$ cat config.mk
export PLATFORM = sky130hd
export DESIGN_NAME = inst_queue
export DESIGN_NICKNAME = d
export VERILOG_FILES = /design/src/rv_isa_pkg.sv /design/src/inst_queue.sv
export SDC_FILE = /design/constraint.sdc
export NUM_CORES = 1
export LEC_CHECK = 0
export BUFFER_PORTS_ARGS = -buffer_cell sky130_fd_sc_hd__buf_4
export CORE_MARGIN = 5
export CORE_UTILIZATION = 56
export DETAILED_ROUTE_END_ITERATION = 10
export GPL_TIMING_DRIVEN = 0
export PLACE_DENSITY_LB_ADDON = 0.12
export SLEW_MARGIN = 25
export SYNTH_ARGS = -nofsm -noshare
export SYNTH_HDL_FRONTEND = slang
export SYNTH_SLANG_ARGS = --single-unit
export TNS_END_PERCENT = 20
$ cat constraint.sdc
create_clock -name clk -period 7.13 [get_ports clk]
set_clock_uncertainty 0.1 [all_clocks]
set_input_delay 1.0695 -clock clk [delete_from_list [all_inputs] [get_ports clk]]
set_output_delay 1.0695 -clock clk [all_outputs]
set_load 0.005 [all_outputs]
$ cat src/rv_isa_pkg.sv
package rv_isa_pkg;

    localparam int XLEN      = 64;  // rv64
    localparam int ILEN      = 32;  // no compressed forms
    localparam int REG_IDX_W = 5;

    typedef logic [XLEN-1:0]      xlen_t;
    typedef logic [ILEN-1:0]      inst_t;
    typedef logic [REG_IDX_W-1:0] reg_idx_t;

    // major opcodes kept by the core, inst[6:0]
    typedef enum logic [6:0] {
        OP_LUI    = 7'b0110111,
        OP_AUIPC  = 7'b0010111,
        OP_JAL    = 7'b1101111,
        OP_JALR   = 7'b1100111,
        OP_BRANCH = 7'b1100011,
        OP_LOAD   = 7'b0000011,
        OP_STORE  = 7'b0100011,
        OP_IMM    = 7'b0010011,
        OP_IMM_32 = 7'b0011011,  // addiw, slliw, srliw, sraiw
        OP_OP     = 7'b0110011,
        OP_32     = 7'b0111011   // addw, subw, sllw, srlw, sraw
    } opcode_e;

    // funct3 of the integer groups
    localparam logic [2:0] F3_ADD  = 3'b000;  // add, sub, addi
    localparam logic [2:0] F3_SLL  = 3'b001;
    localparam logic [2:0] F3_SLT  = 3'b010;
    localparam logic [2:0] F3_SLTU = 3'b011;
    localparam logic [2:0] F3_XOR  = 3'b100;
    localparam logic [2:0] F3_SR   = 3'b101;  // srl or sra by funct7
    localparam logic [2:0] F3_OR   = 3'b110;
    localparam logic [2:0] F3_AND  = 3'b111;

    localparam logic [6:0] F7_ALT = 7'b0100000;  // sub, sra

    typedef enum logic [3:0] {
        ALU_ADD, ALU_SUB, ALU_XOR, ALU_OR, ALU_AND,
        ALU_SLL, ALU_SRL, ALU_SRA, ALU_SLT, ALU_SLTU
    } alu_op_e;

    // branch funct3, 010 and 011 unused
    typedef enum logic [2:0] {
        BR_EQ  = 3'b000,
        BR_NE  = 3'b001,
        BR_LT  = 3'b100,
        BR_GE  = 3'b101,
        BR_LTU = 3'b110,
        BR_GEU = 3'b111
    } branch_e;

endpackage

$ cat src/inst_queue.sv
`timescale 1ns/1ps

module inst_queue import rv_isa_pkg::*; #(
    parameter int QUEUE_DEPTH = 2  // power of two
) (
    input  logic  clk,
    input  logic  reset,
    input  logic  flush_i,
    input  logic  push_i,
    input  xlen_t push_pc_i,
    input  inst_t push_inst_i,
    input  logic  pop_i,
    output logic  full_o,
    output logic  valid_o,
    output xlen_t head_pc_o,
    output inst_t head_inst_o
);

    localparam int PTR_W = $clog2(QUEUE_DEPTH);

    xlen_t            pc_mem   [QUEUE_DEPTH];
    inst_t            inst_mem [QUEUE_DEPTH];
    logic [PTR_W-1:0] rd_ptr_q;
    logic [PTR_W-1:0] wr_ptr_q;
    logic [PTR_W:0]   count_q;  // one bit wider to hold QUEUE_DEPTH

    assign full_o      = count_q == (PTR_W+1)'(QUEUE_DEPTH);
    assign valid_o     = count_q != '0;
    assign head_pc_o   = pc_mem[rd_ptr_q];
    assign head_inst_o = inst_mem[rd_ptr_q];

    always_ff @(posedge clk) begin
        if (push_i) begin
            pc_mem[wr_ptr_q]   <= push_pc_i;
            inst_mem[wr_ptr_q] <= push_inst_i;
        end
    end

    always_ff @(posedge clk or negedge reset) begin
        if (!reset) begin
            rd_ptr_q <= '0;
            wr_ptr_q <= '0;
            count_q  <= '0;
        end else if (flush_i) begin
            rd_ptr_q <= '0;  // flush drops all words fetched past a redirect
            wr_ptr_q <= '0;
            count_q  <= '0;
        end else begin
            rd_ptr_q <= rd_ptr_q + PTR_W'(pop_i);   // pointers wrap on their own
            wr_ptr_q <= wr_ptr_q + PTR_W'(push_i);
            count_q  <= count_q + (PTR_W+1)'(push_i) - (PTR_W+1)'(pop_i);
        end
    end

    // handshake rules owed by fetch and exec
    a_no_push_full: assert property (
        @(posedge clk) disable iff (!reset) push_i |-> !full_o
    );
    a_no_pop_empty: assert property (
        @(posedge clk) disable iff (!reset) pop_i |-> valid_o
    );

endmodule

==> results list <==
- Clock Root Buffer: sky130_fd_sc_hd__clkbuf_16
- Pin placement for this block handled between 150 and 200 I/O pins.
- Number of setup violations in the final report: 0
* DP Cell Count: approximately 690
- Summing every instance area after synthesis gives 7270 µm².
* I/O Buffers: ~200
- Max Slew Vio Count: 0
- Final critical delay including setup and external delays: just under 3000 ps
- At the pin with the least slew margin, the transition time is 356 ps.
- Initial antenna violation count: 0
- Post-synthesis net count: ~420
* Post-synthesis to final-layout area growth: 32.6%
* Type of destination of the critical path: output port
- Gr usage total: 17.5%
* Via total after detailed routing: 3651
- Vertical extent of the die: 124 µm
- After synthesis, the mean cell area works out to 22.9 µm².
- For this configuration, the core starts out at a cell density of 57.4%.
- In the final layout, the multi-input gates occupy 1330 µm².
- Leakage power summed over all cells: between 3 and 4 nW
- Of all nets on the critical path, the largest fanout is 10.
- After routing, the total negative slack on setup checks comes to 0 ps.
* Fraction of layout instances using a drive strength above 1: about three fifths
* Cells after synthesis: 318
* Total of hold buffers inserted after clock tree synthesis: 0
- The via count of the first global-routing pass is 3881.
- Post-route DRC: 0
* Switching part of the total power: 20.4%
* Met3 track demand over resource: under 10%
- The floorplan step defined a die boundary enclosing 15400 µm².
* Total half-perimeter wirelength after legalization and detailed placement: approximately 9.1 mm
- The setup path with the least slack is of type flop to output port.
- NumNets Final: around 640
* Die X-Extent: between 100 and 150 µm
- For the worst setup path, the data required time is between 5000 and 6000 ps.
- Placeable core area: approximately 13000 µm²
* Remaining global-route overflow: 0
- Clock transition at the registers of the reported paths: 60 ps
- Global routing used 29.7% of the available met2 tracks.
- Tot Pwr: 0.00258 W
- Buffers inserted during clock tree synthesis total 17.
* Row count: 41
- Number of post-CTS setup repair buffers: 0
- After detailed routing, the total wire length is 13.2 mm.
- The setup check on the worst reg-to-reg path leaves a slack of 5280 ps.
- For this block, the initial DRC count from the detailed router was approximately 190.
- Data on the critical path arrives at its endpoint at 1720 ps.
* Max-Slew Margin vs Limit: 76.3%
* Worst path setup slack after routing: 4240 ps
* Setup repair after global routing missed its margin: false
* Run status: finished, final reports clean
- The analysis attributes to net switching a power of 0.000525 W.
* Antenna Nets Post-Route: 0
- The later pin in the worst-skew pair is clocked with a latency of approximately 420 ps.
* Logic gate share of total power: 13.1%
- The count of endpoints failing hold in the final timing report is 0.
- Maximum number of pins on one net before global-route repair: 46
* Post-route cell area: 9640 µm²
* Average wire length per cell after detail routing: between 15 and 20 µm
- Clock sinks: 196
* Fraction of the cycle the final worst path needs: 40.5%
- Once layout is complete, the cells apart from fillers number 724.
- Global routing consumed, on the met1 layer, between 10% and 20% of the routing resources.
- Global routing's busiest layer: met2
* Synth unique cells: 13
- Across the run, the number of max-cap violations was 0.
- First-pass GRT wire length: a little under 20 mm
* Sort of element at the start of the critical path: flop
* Maximum VDD drop: 0.000182 V
- Dividing the detail-routed via count by the number of cells gives 5.04.
- The H-tree was split into 4 levels.
- Cell Area, Placed: 9090 µm²
- Prior to clock tree synthesis, the placed netlist has a worst setup slack of about 4500 ps.
- Antenna cells: 0
- At the end of routability-driven placement, the weighted congestion stood at approximately 0.74.
* Count of instances resized after the clock tree is built: 0
- Synthesis inferred 196 register bits.
- Sequential cell area in the final layout: roughly 6000 µm²
- Cell internal power was estimated by the tool at roughly 0.0021 W.
* Proportion of power drawn by the clock network: roughly 34%
* Fmax: 0.346 GHz
- Ratio of total power to cell area: 268 nW/µm²
- Class of the worst hold path: input port to async pin
- In this run, flip-flops and latches consume 52.8% of the power.
- The longest clock path from root to sink contains 2 buffers.
- The first detailed-routing pass took 4 iterations.
- TritonCTS built the clock tree.
* FILL cells: around 750
- Sequential cells were found to cover 80.7% of the synthesized design area.
* Synthesis warning total: 0
* Number of cells on the worst reg-to-reg path: 4
[state kept, by name, indices dropped and copies added, names as in the netlist]
signal / flops
rd_ptr_q: 1
count_q: 2
wr_ptr_q: 1
inst_mem: 64
pc_mem: 128
[critical path, cell delays in order (launching register included)]
cell and delay (ps):
sky130_fd_sc_hd__dfrtp_1 340, sky130_fd_sc_hd__buf_6 130, sky130_fd_sc_hd__buf_6 160, sky130_fd_sc_hd__buf_6 200, sky130_fd_sc_hd__mux2_4 330, sky130_fd_sc_hd__buf_4 140
[through the flow]
stage	hold slack, ps	util (%)
2_1_floorplan	482	-
3_3_place_gp	494	70.8
3_5_place_dp	549	71.7
4_1_cts	312	76.1
5_1_grt	312	76.1
6_report	335	76.1
[final cells by class]
type                       count  share of cell area [%]
tap                          172                    2.23
clock buffer                  18                    4.45
buffer                        11                   0.896
inverter                       3                   0.117
timing repair buffer         202                    16.4
clock inverter                14                    1.23
multi-input combinational    108                    13.8
sequential                   196                    60.9
[power by group through the flow]
| stage | Combinational [W] | Sequential [W] | Clock (W) |
|---|---|---|---|
| 2_1_floorplan | 0.000155 | 0.00139 | 0 |
| 3_3_place_gp | 0.000326 | 0.00139 | 0 |
| 3_5_place_dp | 0.000343 | 0.00139 | 0 |
| 4_1_cts | 0.000346 | 0.00136 | 0.000898 |
| 5_1_grt | 0.000366 | 0.00137 | 0.000960 |
| 6_report | 0.000338 | 0.00136 | 0.000880 |
[metal layers]
metal / vias to the layer above / wire length, µm
met2: 144 / 6890
met4: 0 / 212
met5: - / 0
met1: 1795 / 4800
li1: 1695 / -
met3: 17 / 1330
[kinds of logic (layout without fill, tap and decap cells)]
kind of cell               Yosys count  count (layout)  share of synthesized area (%)
muxes                               96              96                           16.4
and+or+nand+nor                      6               6                          0.413
adders and majority gates            4               4                          0.689
buffers and inverters               14             248                           1.34
xor gates and xnor gates             2               2                          0.430
DFF                                196             196                           80.7
[cell usage in the layout, fill, tap and decap left out]
| cell type | count |
|---|---|
| sky130_fd_sc_hd__buf_4 | 198 |
| sky130_fd_sc_hd__edfxtp_1 | 192 |
| sky130_fd_sc_hd__mux2_2 | 66 |
| sky130_fd_sc_hd__mux2_4 | 30 |
| sky130_fd_sc_hd__clkbuf_16 | 17 |
| sky130_fd_sc_hd__buf_2 | 6 |
| sky130_fd_sc_hd__buf_6 | 5 |
| sky130_fd_sc_hd__clkinv_2 | 5 |
| sky130_fd_sc_hd__clkinv_1 | 5 |
| sky130_fd_sc_hd__dfrtp_1 | 4 |
| sky130_fd_sc_hd__inv_1 | 3 |
| sky130_fd_sc_hd__nor2_1 | 3 |
| sky130_fd_sc_hd__nor2b_1 | 2 |
| sky130_fd_sc_hd__ha_1 | 2 |
| sky130_fd_sc_hd__ha_4 | 2 |
| sky130_fd_sc_hd__clkinvlp_4 | 2 |
| sky130_fd_sc_hd__bufinv_16 | 2 |
| sky130_fd_sc_hd__buf_16 | 2 |
| sky130_fd_sc_hd__buf_12 | 2 |
| sky130_fd_sc_hd__or2_2 | 1 |
| sky130_fd_sc_hd__xnor3_1 | 1 |
| sky130_fd_sc_hd__xnor2_1 | 1 |
| sky130_fd_sc_hd__clkbuf_1 | 1 |
[worst paths after layout]
kind,startpoint,end
max in group asynchronous,reset,count_q[1]
min in group clk,count_q[1],count_q[1]
max,rd_ptr_q,head_pc_o[17]
min reg2reg,count_q[1],count_q[1]
min,reset,rd_ptr_q
max reg2reg,wr_ptr_q,inst_mem[0][11]
[Yosys cell counts]
library cell,instances,area [µm²]
sky130_fd_sc_hd__buf_2,6,30.0
sky130_fd_sc_hd__dfrtp_1,4,100
sky130_fd_sc_hd__mux2_2,66,743
sky130_fd_sc_hd__or2_2,1,6.26
sky130_fd_sc_hd__nor2b_1,2,12.5
sky130_fd_sc_hd__edfxtp_1,192,5770
sky130_fd_sc_hd__ha_1,4,50.1
sky130_fd_sc_hd__xnor3_1,1,22.5
sky130_fd_sc_hd__xnor2_1,1,8.76
sky130_fd_sc_hd__mux2_4,30,450
sky130_fd_sc_hd__inv_1,3,11.3
sky130_fd_sc_hd__nor2_1,3,11.3
sky130_fd_sc_hd__buf_6,5,56.3
No activity file was read; power rests on OpenSTA's default activity.
