===== config.mk =====
export PLATFORM = sky130hd
export DESIGN_NAME = fetch_unit
export DESIGN_NICKNAME = d
export VERILOG_FILES = /design/src/rv_isa_pkg.sv /design/src/fetch_unit.sv
export SDC_FILE = /design/constraint.sdc
export NUM_CORES = 1
export LEC_CHECK = 0
export BUFFER_PORTS_ARGS = -buffer_cell sky130_fd_sc_hd__clkbuf_2
export CORE_MARGIN = 1.5
export CORE_UTILIZATION = 40
export CTS_CLUSTER_SIZE = 20
export DETAILED_ROUTE_END_ITERATION = 8
export HOLD_SLACK_MARGIN = 0.06
export PLACE_DENSITY = 0.77
export SLEW_MARGIN = 0
export SYNTH_ARGS = -nofsm -noshare
export SYNTH_HDL_FRONTEND = slang
export SYNTH_SLANG_ARGS = --single-unit

===== constraint.sdc =====
create_clock -name clk -period 2.4 [get_ports clk]
set_clock_uncertainty 0.15 [all_clocks]
set_input_delay 0.24 -clock clk [delete_from_list [all_inputs] [get_ports clk]]
set_output_delay 0.24 -clock clk [all_outputs]
set_load 0.05 [all_outputs]

===== src/rv_isa_pkg.sv =====
package rv_isa_pkg;

    localparam int XLEN      = 64;  // rv64
    localparam int ILEN      = 32;  // no compressed forms
    localparam int REG_IDX_W = 5;

    typedef logic [XLEN-1:0]      xlen_t;
    typedef logic [ILEN-1:0]      inst_t;
    typedef logic [REG_IDX_W-1:0] reg_idx_t;

    // major opcodes kept by the core, inst[6:0]
    typedef enum logic [6:0] {
        OP_LUI    = 7'b0110111,
        OP_AUIPC  = 7'b0010111,
        OP_JAL    = 7'b1101111,
        OP_JALR   = 7'b1100111,
        OP_BRANCH = 7'b1100011,
        OP_LOAD   = 7'b0000011,
        OP_STORE  = 7'b0100011,
        OP_IMM    = 7'b0010011,
        OP_IMM_32 = 7'b0011011,  // addiw, slliw, srliw, sraiw
        OP_OP     = 7'b0110011,
        OP_32     = 7'b0111011   // addw, subw, sllw, srlw, sraw
    } opcode_e;

    // funct3 of the integer groups
    localparam logic [2:0] F3_ADD  = 3'b000;  // add, sub, addi
    localparam logic [2:0] F3_SLL  = 3'b001;
    localparam logic [2:0] F3_SLT  = 3'b010;
    localparam logic [2:0] F3_SLTU = 3'b011;
    localparam logic [2:0] F3_XOR  = 3'b100;
    localparam logic [2:0] F3_SR   = 3'b101;  // srl or sra by funct7
    localparam logic [2:0] F3_OR   = 3'b110;
    localparam logic [2:0] F3_AND  = 3'b111;

    localparam logic [6:0] F7_ALT = 7'b0100000;  // sub, sra

    typedef enum logic [3:0] {
        ALU_ADD, ALU_SUB, ALU_XOR, ALU_OR, ALU_AND,
        ALU_SLL, ALU_SRL, ALU_SRA, ALU_SLT, ALU_SLTU
    } alu_op_e;

    // branch funct3, 010 and 011 unused
    typedef enum logic [2:0] {
        BR_EQ  = 3'b000,
        BR_NE  = 3'b001,
        BR_LT  = 3'b100,
        BR_GE  = 3'b101,
        BR_LTU = 3'b110,
        BR_GEU = 3'b111
    } branch_e;

endpackage


===== src/fetch_unit.sv =====
`timescale 1ns/1ps

module fetch_unit import rv_isa_pkg::*; #(
    parameter xlen_t RESET_PC = '0
) (
    input  logic  clk,
    input  logic  reset,        // async, active low
    input  logic  full_i,
    input  logic  redirect_i,
    input  xlen_t target_i,
    input  inst_t imem_data_i,  // same cycle as the address
    output xlen_t imem_addr_o,
    output logic  push_o,
    output xlen_t push_pc_o,
    output inst_t push_inst_o
);

    xlen_t pc_q;

    assign imem_addr_o = pc_q;
    assign push_o      = !full_i && !redirect_i;  // word behind a redirect is stale
    assign push_pc_o   = pc_q;
    assign push_inst_o = imem_data_i;

    always_ff @(posedge clk or negedge reset) begin
        if (!reset) begin
            pc_q <= RESET_PC;
        end else if (redirect_i) begin
            pc_q <= target_i;      // jump or taken branch
        end else if (push_o) begin
            pc_q <= pc_q + 64'd4;
        end
        // queue full, pc holds
    end

    // exec unit must only send word aligned targets
    a_target_aligned: assert property (
        @(posedge clk) disable iff (!reset) redirect_i |-> target_i[1:0] == 2'b00
    );

endmodule


==> report_table.html <==
<table>
<tr><th>Metric</th><th>Value</th></tr>
<tr><th colspan="2">Outcome</th></tr>
<tr><td>Run status</td><td>finished, violations left</td></tr>
<tr><td>Failing checks</td><td>setup timing</td></tr>
<tr><th colspan="2">Synth</th></tr>
<tr><td>Leading register cell type out of synthesis</td><td>sky130_fd_sc_hd__dfrtp_1</td></tr>
<tr><td>Synth Instances</td><td>543</td></tr>
<tr><td>Post-synthesis sequential area ratio</td><td>35.1%</td></tr>
<tr><td>Netlist area before placement</td><td>approximately 4600 µm²</td></tr>
<tr><td>Number of register bits inferred by synthesis</td><td>64</td></tr>
<tr><td>Distinct cell type count after synthesis</td><td>39</td></tr>
<tr><td>Post-Syn Area per Cell</td><td>between 8 and 9 µm²</td></tr>
<tr><td>Total of warnings raised by yosys</td><td>0</td></tr>
<tr><td>Syn_nets</td><td>644</td></tr>
<tr><td>Count of flip-flops with a built-in enable after synthesis</td><td>0</td></tr>
<tr><td>Asr flop ratio synth</td><td>100%</td></tr>
<tr><th colspan="2">STA</th></tr>
<tr><td>Final Max Tran Viols</td><td>0</td></tr>
<tr><td>Slew at the pin with the worst max-slew slack</td><td>549 ps</td></tr>
<tr><td>Hold WS</td><td>85.2 ps</td></tr>
<tr><td>Worst setup margin</td><td>-22.9 ps</td></tr>
<tr><td>Setup repair after global routing missed its margin</td><td>true</td></tr>
<tr><td>Final setup vio count</td><td>1</td></tr>
<tr><td>Max Fclk</td><td>413 MHz</td></tr>
<tr><td>Number of hold-slack violations in the final timing report</td><td>0</td></tr>
<tr><td>Slew Limit Headroom</td><td>63.1%</td></tr>
<tr><td>Final critical-path required period</td><td>2420 ps</td></tr>
<tr><td>Final critical-path share of the clock period</td><td>101%</td></tr>
<tr><th colspan="2">Route</th></tr>
<tr><td>Overall routed net length</td><td>between 10000 and 15000 µm</td></tr>
<tr><td>Number of vias per cell</td><td>5.35</td></tr>
<tr><td>Drt first-iter violations</td><td>roughly 280</td></tr>
<tr><td>Number of iterations in the first detailed-routing pass</td><td>4</td></tr>
<tr><td>Antenna-violating nets left</td><td>0</td></tr>
<tr><td>Average wire per cell in the routed design</td><td>between 15 and 20 µm</td></tr>
<tr><td>Via Count</td><td>4806</td></tr>
<tr><td>Number of remaining DRC errors</td><td>0</td></tr>
<tr><th colspan="2">Setup path</th></tr>
<tr><td>Cell family with the largest share of critical-path delay</td><td>simple AND/OR/NAND/NOR gates</td></tr>
<tr><td>Setup Crit Path Kind</td><td>reg2reg</td></tr>
<tr><td>Largest stage delay, worst path</td><td>470 ps</td></tr>
<tr><td>Worst endpoint data arrival time</td><td>2520 ps</td></tr>
<tr><td>Category of the worst setup path launch point</td><td>register</td></tr>
<tr><td>Endpoint required time on the critical path</td><td>2490 ps</td></tr>
<tr><td>Buffers plus inverters on the worst setup path</td><td>0</td></tr>
<tr><td>Crit-path max FO</td><td>6</td></tr>
<tr><td>Nature of the critical path endpoint</td><td>register</td></tr>
<tr><td>Highest-delay cell along the critical path</td><td>sky130_fd_sc_hd__or4b_4</td></tr>
<tr><td>CP Cell Sequence</td><td>ha_4 -&gt; and4_1 -&gt; or4b_4 -&gt; or3_4 -&gt; or4_1 -&gt; a31oi_1</td></tr>
<tr><th colspan="2">Floorplan</th></tr>
<tr><td>DIE HEIGHT</td><td>~110 µm</td></tr>
<tr><td>FP Rows</td><td>38</td></tr>
<tr><td>Die span in x</td><td>110 µm</td></tr>
<tr><td>Io pins</td><td>261</td></tr>
<tr><td>Initial core utilization</td><td>41.6%</td></tr>
<tr><td>Placeable Area</td><td>about 11000 µm²</td></tr>
<tr><td>Die footprint</td><td>12100 µm²</td></tr>
<tr><th colspan="2">Cells and area</th></tr>
<tr><td>Number of flip-flops in the largest register</td><td>64</td></tr>
<tr><td>Design Area, Final</td><td>6420 µm²</td></tr>
<tr><td>Share of post-route cells with drive strength above 1</td><td>42.6%</td></tr>
<tr><td>Post-Layout Cell Count</td><td>899</td></tr>
<tr><td>Net total in the final layout</td><td>854</td></tr>
<tr><td>Filler Cell Count</td><td>947</td></tr>
<tr><td>Most frequent cells in the layout</td><td>sky130_fd_sc_hd__clkbuf_2 (194), sky130_fd_sc_hd__nand2_1 (70), sky130_fd_sc_hd__buf_4 (64)</td></tr>
<tr><td>Area growth syn-to-layout</td><td>40.5%</td></tr>
<tr><td>Most common cell after layout, fill and taps aside</td><td>sky130_fd_sc_hd__clkbuf_2</td></tr>
<tr><th colspan="2">Min path</th></tr>
<tr><td>Worst min-delay path class</td><td>in2reg</td></tr>
<tr><th colspan="2">GRT</th></tr>
<tr><td>Vias in the first global route</td><td>4484</td></tr>
<tr><td>Global route overflow</td><td>0</td></tr>
<tr><td>Global-route wire length before repair</td><td>~21000 µm</td></tr>
<tr><td>Global router's overall resource usage</td><td>~23%</td></tr>
<tr><td>Initial antenna violation count</td><td>0</td></tr>
<tr><td>Largest net degree at the start of global routing</td><td>59</td></tr>
<tr><th colspan="2">Placement</th></tr>
<tr><td>RD Place Congestion</td><td>0.869</td></tr>
<tr><td>Detailed placer's ending HPWL</td><td>between 10000 and 15000 µm</td></tr>
<tr><td>Placed instance count</td><td>818</td></tr>
<tr><td>Port Buf Inserts</td><td>between 150 and 200</td></tr>
<tr><td>Placement Cell Area</td><td>5420 µm²</td></tr>
<tr><th colspan="2">CTS</th></tr>
<tr><td>Max Root-Sink Buffers</td><td>2</td></tr>
<tr><td>CTS tree</td><td>built</td></tr>
<tr><td>Clock latency reported for the late side of the worst-skew pair</td><td>330 ps</td></tr>
<tr><td>Clock transition at path regs</td><td>50 ps</td></tr>
<tr><td>H-Tree Depth</td><td>3</td></tr>
<tr><td>CTS Sinks</td><td>64</td></tr>
<tr><td>Inserted Clock Buffers</td><td>9</td></tr>
<tr><td>Buffer cell driving the clock tree root</td><td>sky130_fd_sc_hd__clkbuf_16</td></tr>
<tr><th colspan="2">Pwr</th></tr>
<tr><td>Internal cell power</td><td>2700 µW</td></tr>
<tr><td>Peak supply drop</td><td>0.363 mV</td></tr>
<tr><td>Cell area power density</td><td>695 nW/µm²</td></tr>
<tr><td>Net Sw Power</td><td>1760 µW</td></tr>
<tr><td>Share of power burned in combinational logic</td><td>around 37%</td></tr>
<tr><td>Share of power burned in the clock network</td><td>about 34%</td></tr>
<tr><td>Sequential fraction of design power</td><td>29.5%</td></tr>
<tr><td>Leakage power figure</td><td>0.00290 µW</td></tr>
<tr><td>Total power draw</td><td>4460 µW</td></tr>
<tr><td>Fraction of power spent switching nets</td><td>39.5%</td></tr>
<tr><th colspan="2">Run</th></tr>
<tr><td>Max cap viols</td><td>0</td></tr>
</table>
[cell usage after synthesis (2+ instances only)]
cell | count | area share [%]
sky130_fd_sc_hd__a22oi_1 | 11 | 1.8
sky130_fd_sc_hd__a31oi_1 | 6 | 0.82
sky130_fd_sc_hd__and3_1 | 5 | 0.69
sky130_fd_sc_hd__and4_1 | 8 | 1.5
sky130_fd_sc_hd__buf_1 | 3 | 0.25
sky130_fd_sc_hd__buf_2 | 3 | 0.33
sky130_fd_sc_hd__buf_4 | 96 | 16
sky130_fd_sc_hd__clkbuf_1 | 19 | 1.6
sky130_fd_sc_hd__dfrtp_1 | 64 | 35
sky130_fd_sc_hd__inv_1 | 7 | 0.58
sky130_fd_sc_hd__mux2_2 | 3 | 0.74
sky130_fd_sc_hd__mux2i_1 | 6 | 1.3
sky130_fd_sc_hd__nand2_1 | 70 | 5.8
sky130_fd_sc_hd__nand2b_1 | 4 | 0.55
sky130_fd_sc_hd__nand3_1 | 30 | 3.3
sky130_fd_sc_hd__nand4_1 | 23 | 3.2
sky130_fd_sc_hd__nand4b_1 | 3 | 0.58
sky130_fd_sc_hd__nor2_1 | 21 | 1.7
sky130_fd_sc_hd__nor2b_1 | 12 | 1.6
sky130_fd_sc_hd__nor3_1 | 12 | 1.3
sky130_fd_sc_hd__nor3b_1 | 2 | 0.33
sky130_fd_sc_hd__nor4_1 | 18 | 2.5
sky130_fd_sc_hd__o21ai_0 | 25 | 2.7
sky130_fd_sc_hd__o21ai_1 | 17 | 1.9
sky130_fd_sc_hd__o31a_1 | 5 | 0.96
sky130_fd_sc_hd__o31ai_1 | 3 | 0.49
sky130_fd_sc_hd__or3_1 | 7 | 0.96
sky130_fd_sc_hd__or4_1 | 13 | 2.1
sky130_fd_sc_hd__xnor2_1 | 20 | 3.8
sky130_fd_sc_hd__xor2_1 | 18 | 3.5
[routing by layer]
layer / share of wire, % / track usage (%)
met1: 40 / 27.5
met2: 52 / 40.9
met3: 5.7 / 3.26
met4: 2.6 / 10.9
met5: 0 / 0
[worst register-to-register path: cells and delay by family (launching register included)]
family / cells / cell delay, ps
AOI/OAI and AO/OA: 1 / 190
and+or+nand+nor: 4 / 1470
adders and majority gates: 1 / 140
DFF: 1 / 380
[final timing paths]
check,from,to,slack (ps),depth (start not counted)
worst max-delay path,imem_addr_o[3]$_DFFE_PN0N_,imem_addr_o[42]$_DFFE_PN0N_,-20,6
worst min-delay path,target_i[63],imem_addr_o[63]$_DFFE_PN0N_,90,3
worst max register to register,imem_addr_o[3]$_DFFE_PN0N_,imem_addr_o[42]$_DFFE_PN0N_,-20,6
worst min register to register,imem_addr_o[0]$_DFFE_PN0P_,imem_addr_o[0]$_DFFE_PN0P_,380,1
max in group asynchronous,reset,imem_addr_o[47]$_DFFE_PN0N_,1220,3
min in group asynchronous,reset,imem_addr_o[36]$_DFFE_PN0N_,180,2
[area by class of cell]
| class | instances | area, µm² | area share (%) |
|---|---|---|---|
| Multi-Input combinational cell | 350 | 2140 | 33.4 |
| Timing Repair Buffer | 321 | 2080 | 32.4 |
| Sequential cell | 64 | 1650 | 25.8 |
| Clock buffer | 13 | 250 | 3.90 |
| Tap cell | 140 | 175 | 2.73 |
| Clock inverter | 3 | 90.1 | 1.40 |
| Inverter | 7 | 26.3 | 0.410 |
| Antenna cell | 1 | 2.50 | 0.0390 |
[kinds of logic after synthesis]
logic type	Yosys count	share of synthesized area, %
XOR/XNOR	38	7.29
flip-flops	64	35.1
multiplexers	9	2.06
AND/OR/NAND/NOR	232	27.2
buffers and inverters	129	18.7
AO/OA/AOI/OAI	70	9.35
adder cells (fa/ha/maj)	1	0.274
[timing repair]
| item | CTS | global route |
|---|---|---|
| setup endpoints to repair | 1 | 15 |
| pin swaps | 1 | 5 |
| gates resized for setup | 1 | 3 |
| hold endpoints to repair | 97 | 0 |
| setup buffers | 0 | 2 |
| hold buffers | 62 | 0 |
[power by group through the flow]
stage               combinational [µW]  sequential (µW)  clock, µW
CTS                               1630             1320       1540
detailed placement                1550             1330          0
global placement                  1530             1320          0
floorplan                          964             1740          0
global route                      1730             1330       1570
finish                            1630             1320       1510
[stage by stage]
stage / util [%] / worst slack (ps) / TNS (ps)
6_report: 58.4 / -22.9 / -22.9
3_3_place_gp: 49.3 / 44.3 / 0
4_1_cts: 58.1 / -24.0 / -24.0
2_1_floorplan: - / -210 / -483
5_1_grt: 58.4 / -79.7 / -79.7
3_5_place_dp: 49.3 / -22.7 / -22.7
Power figures use the tool's default switching activity.
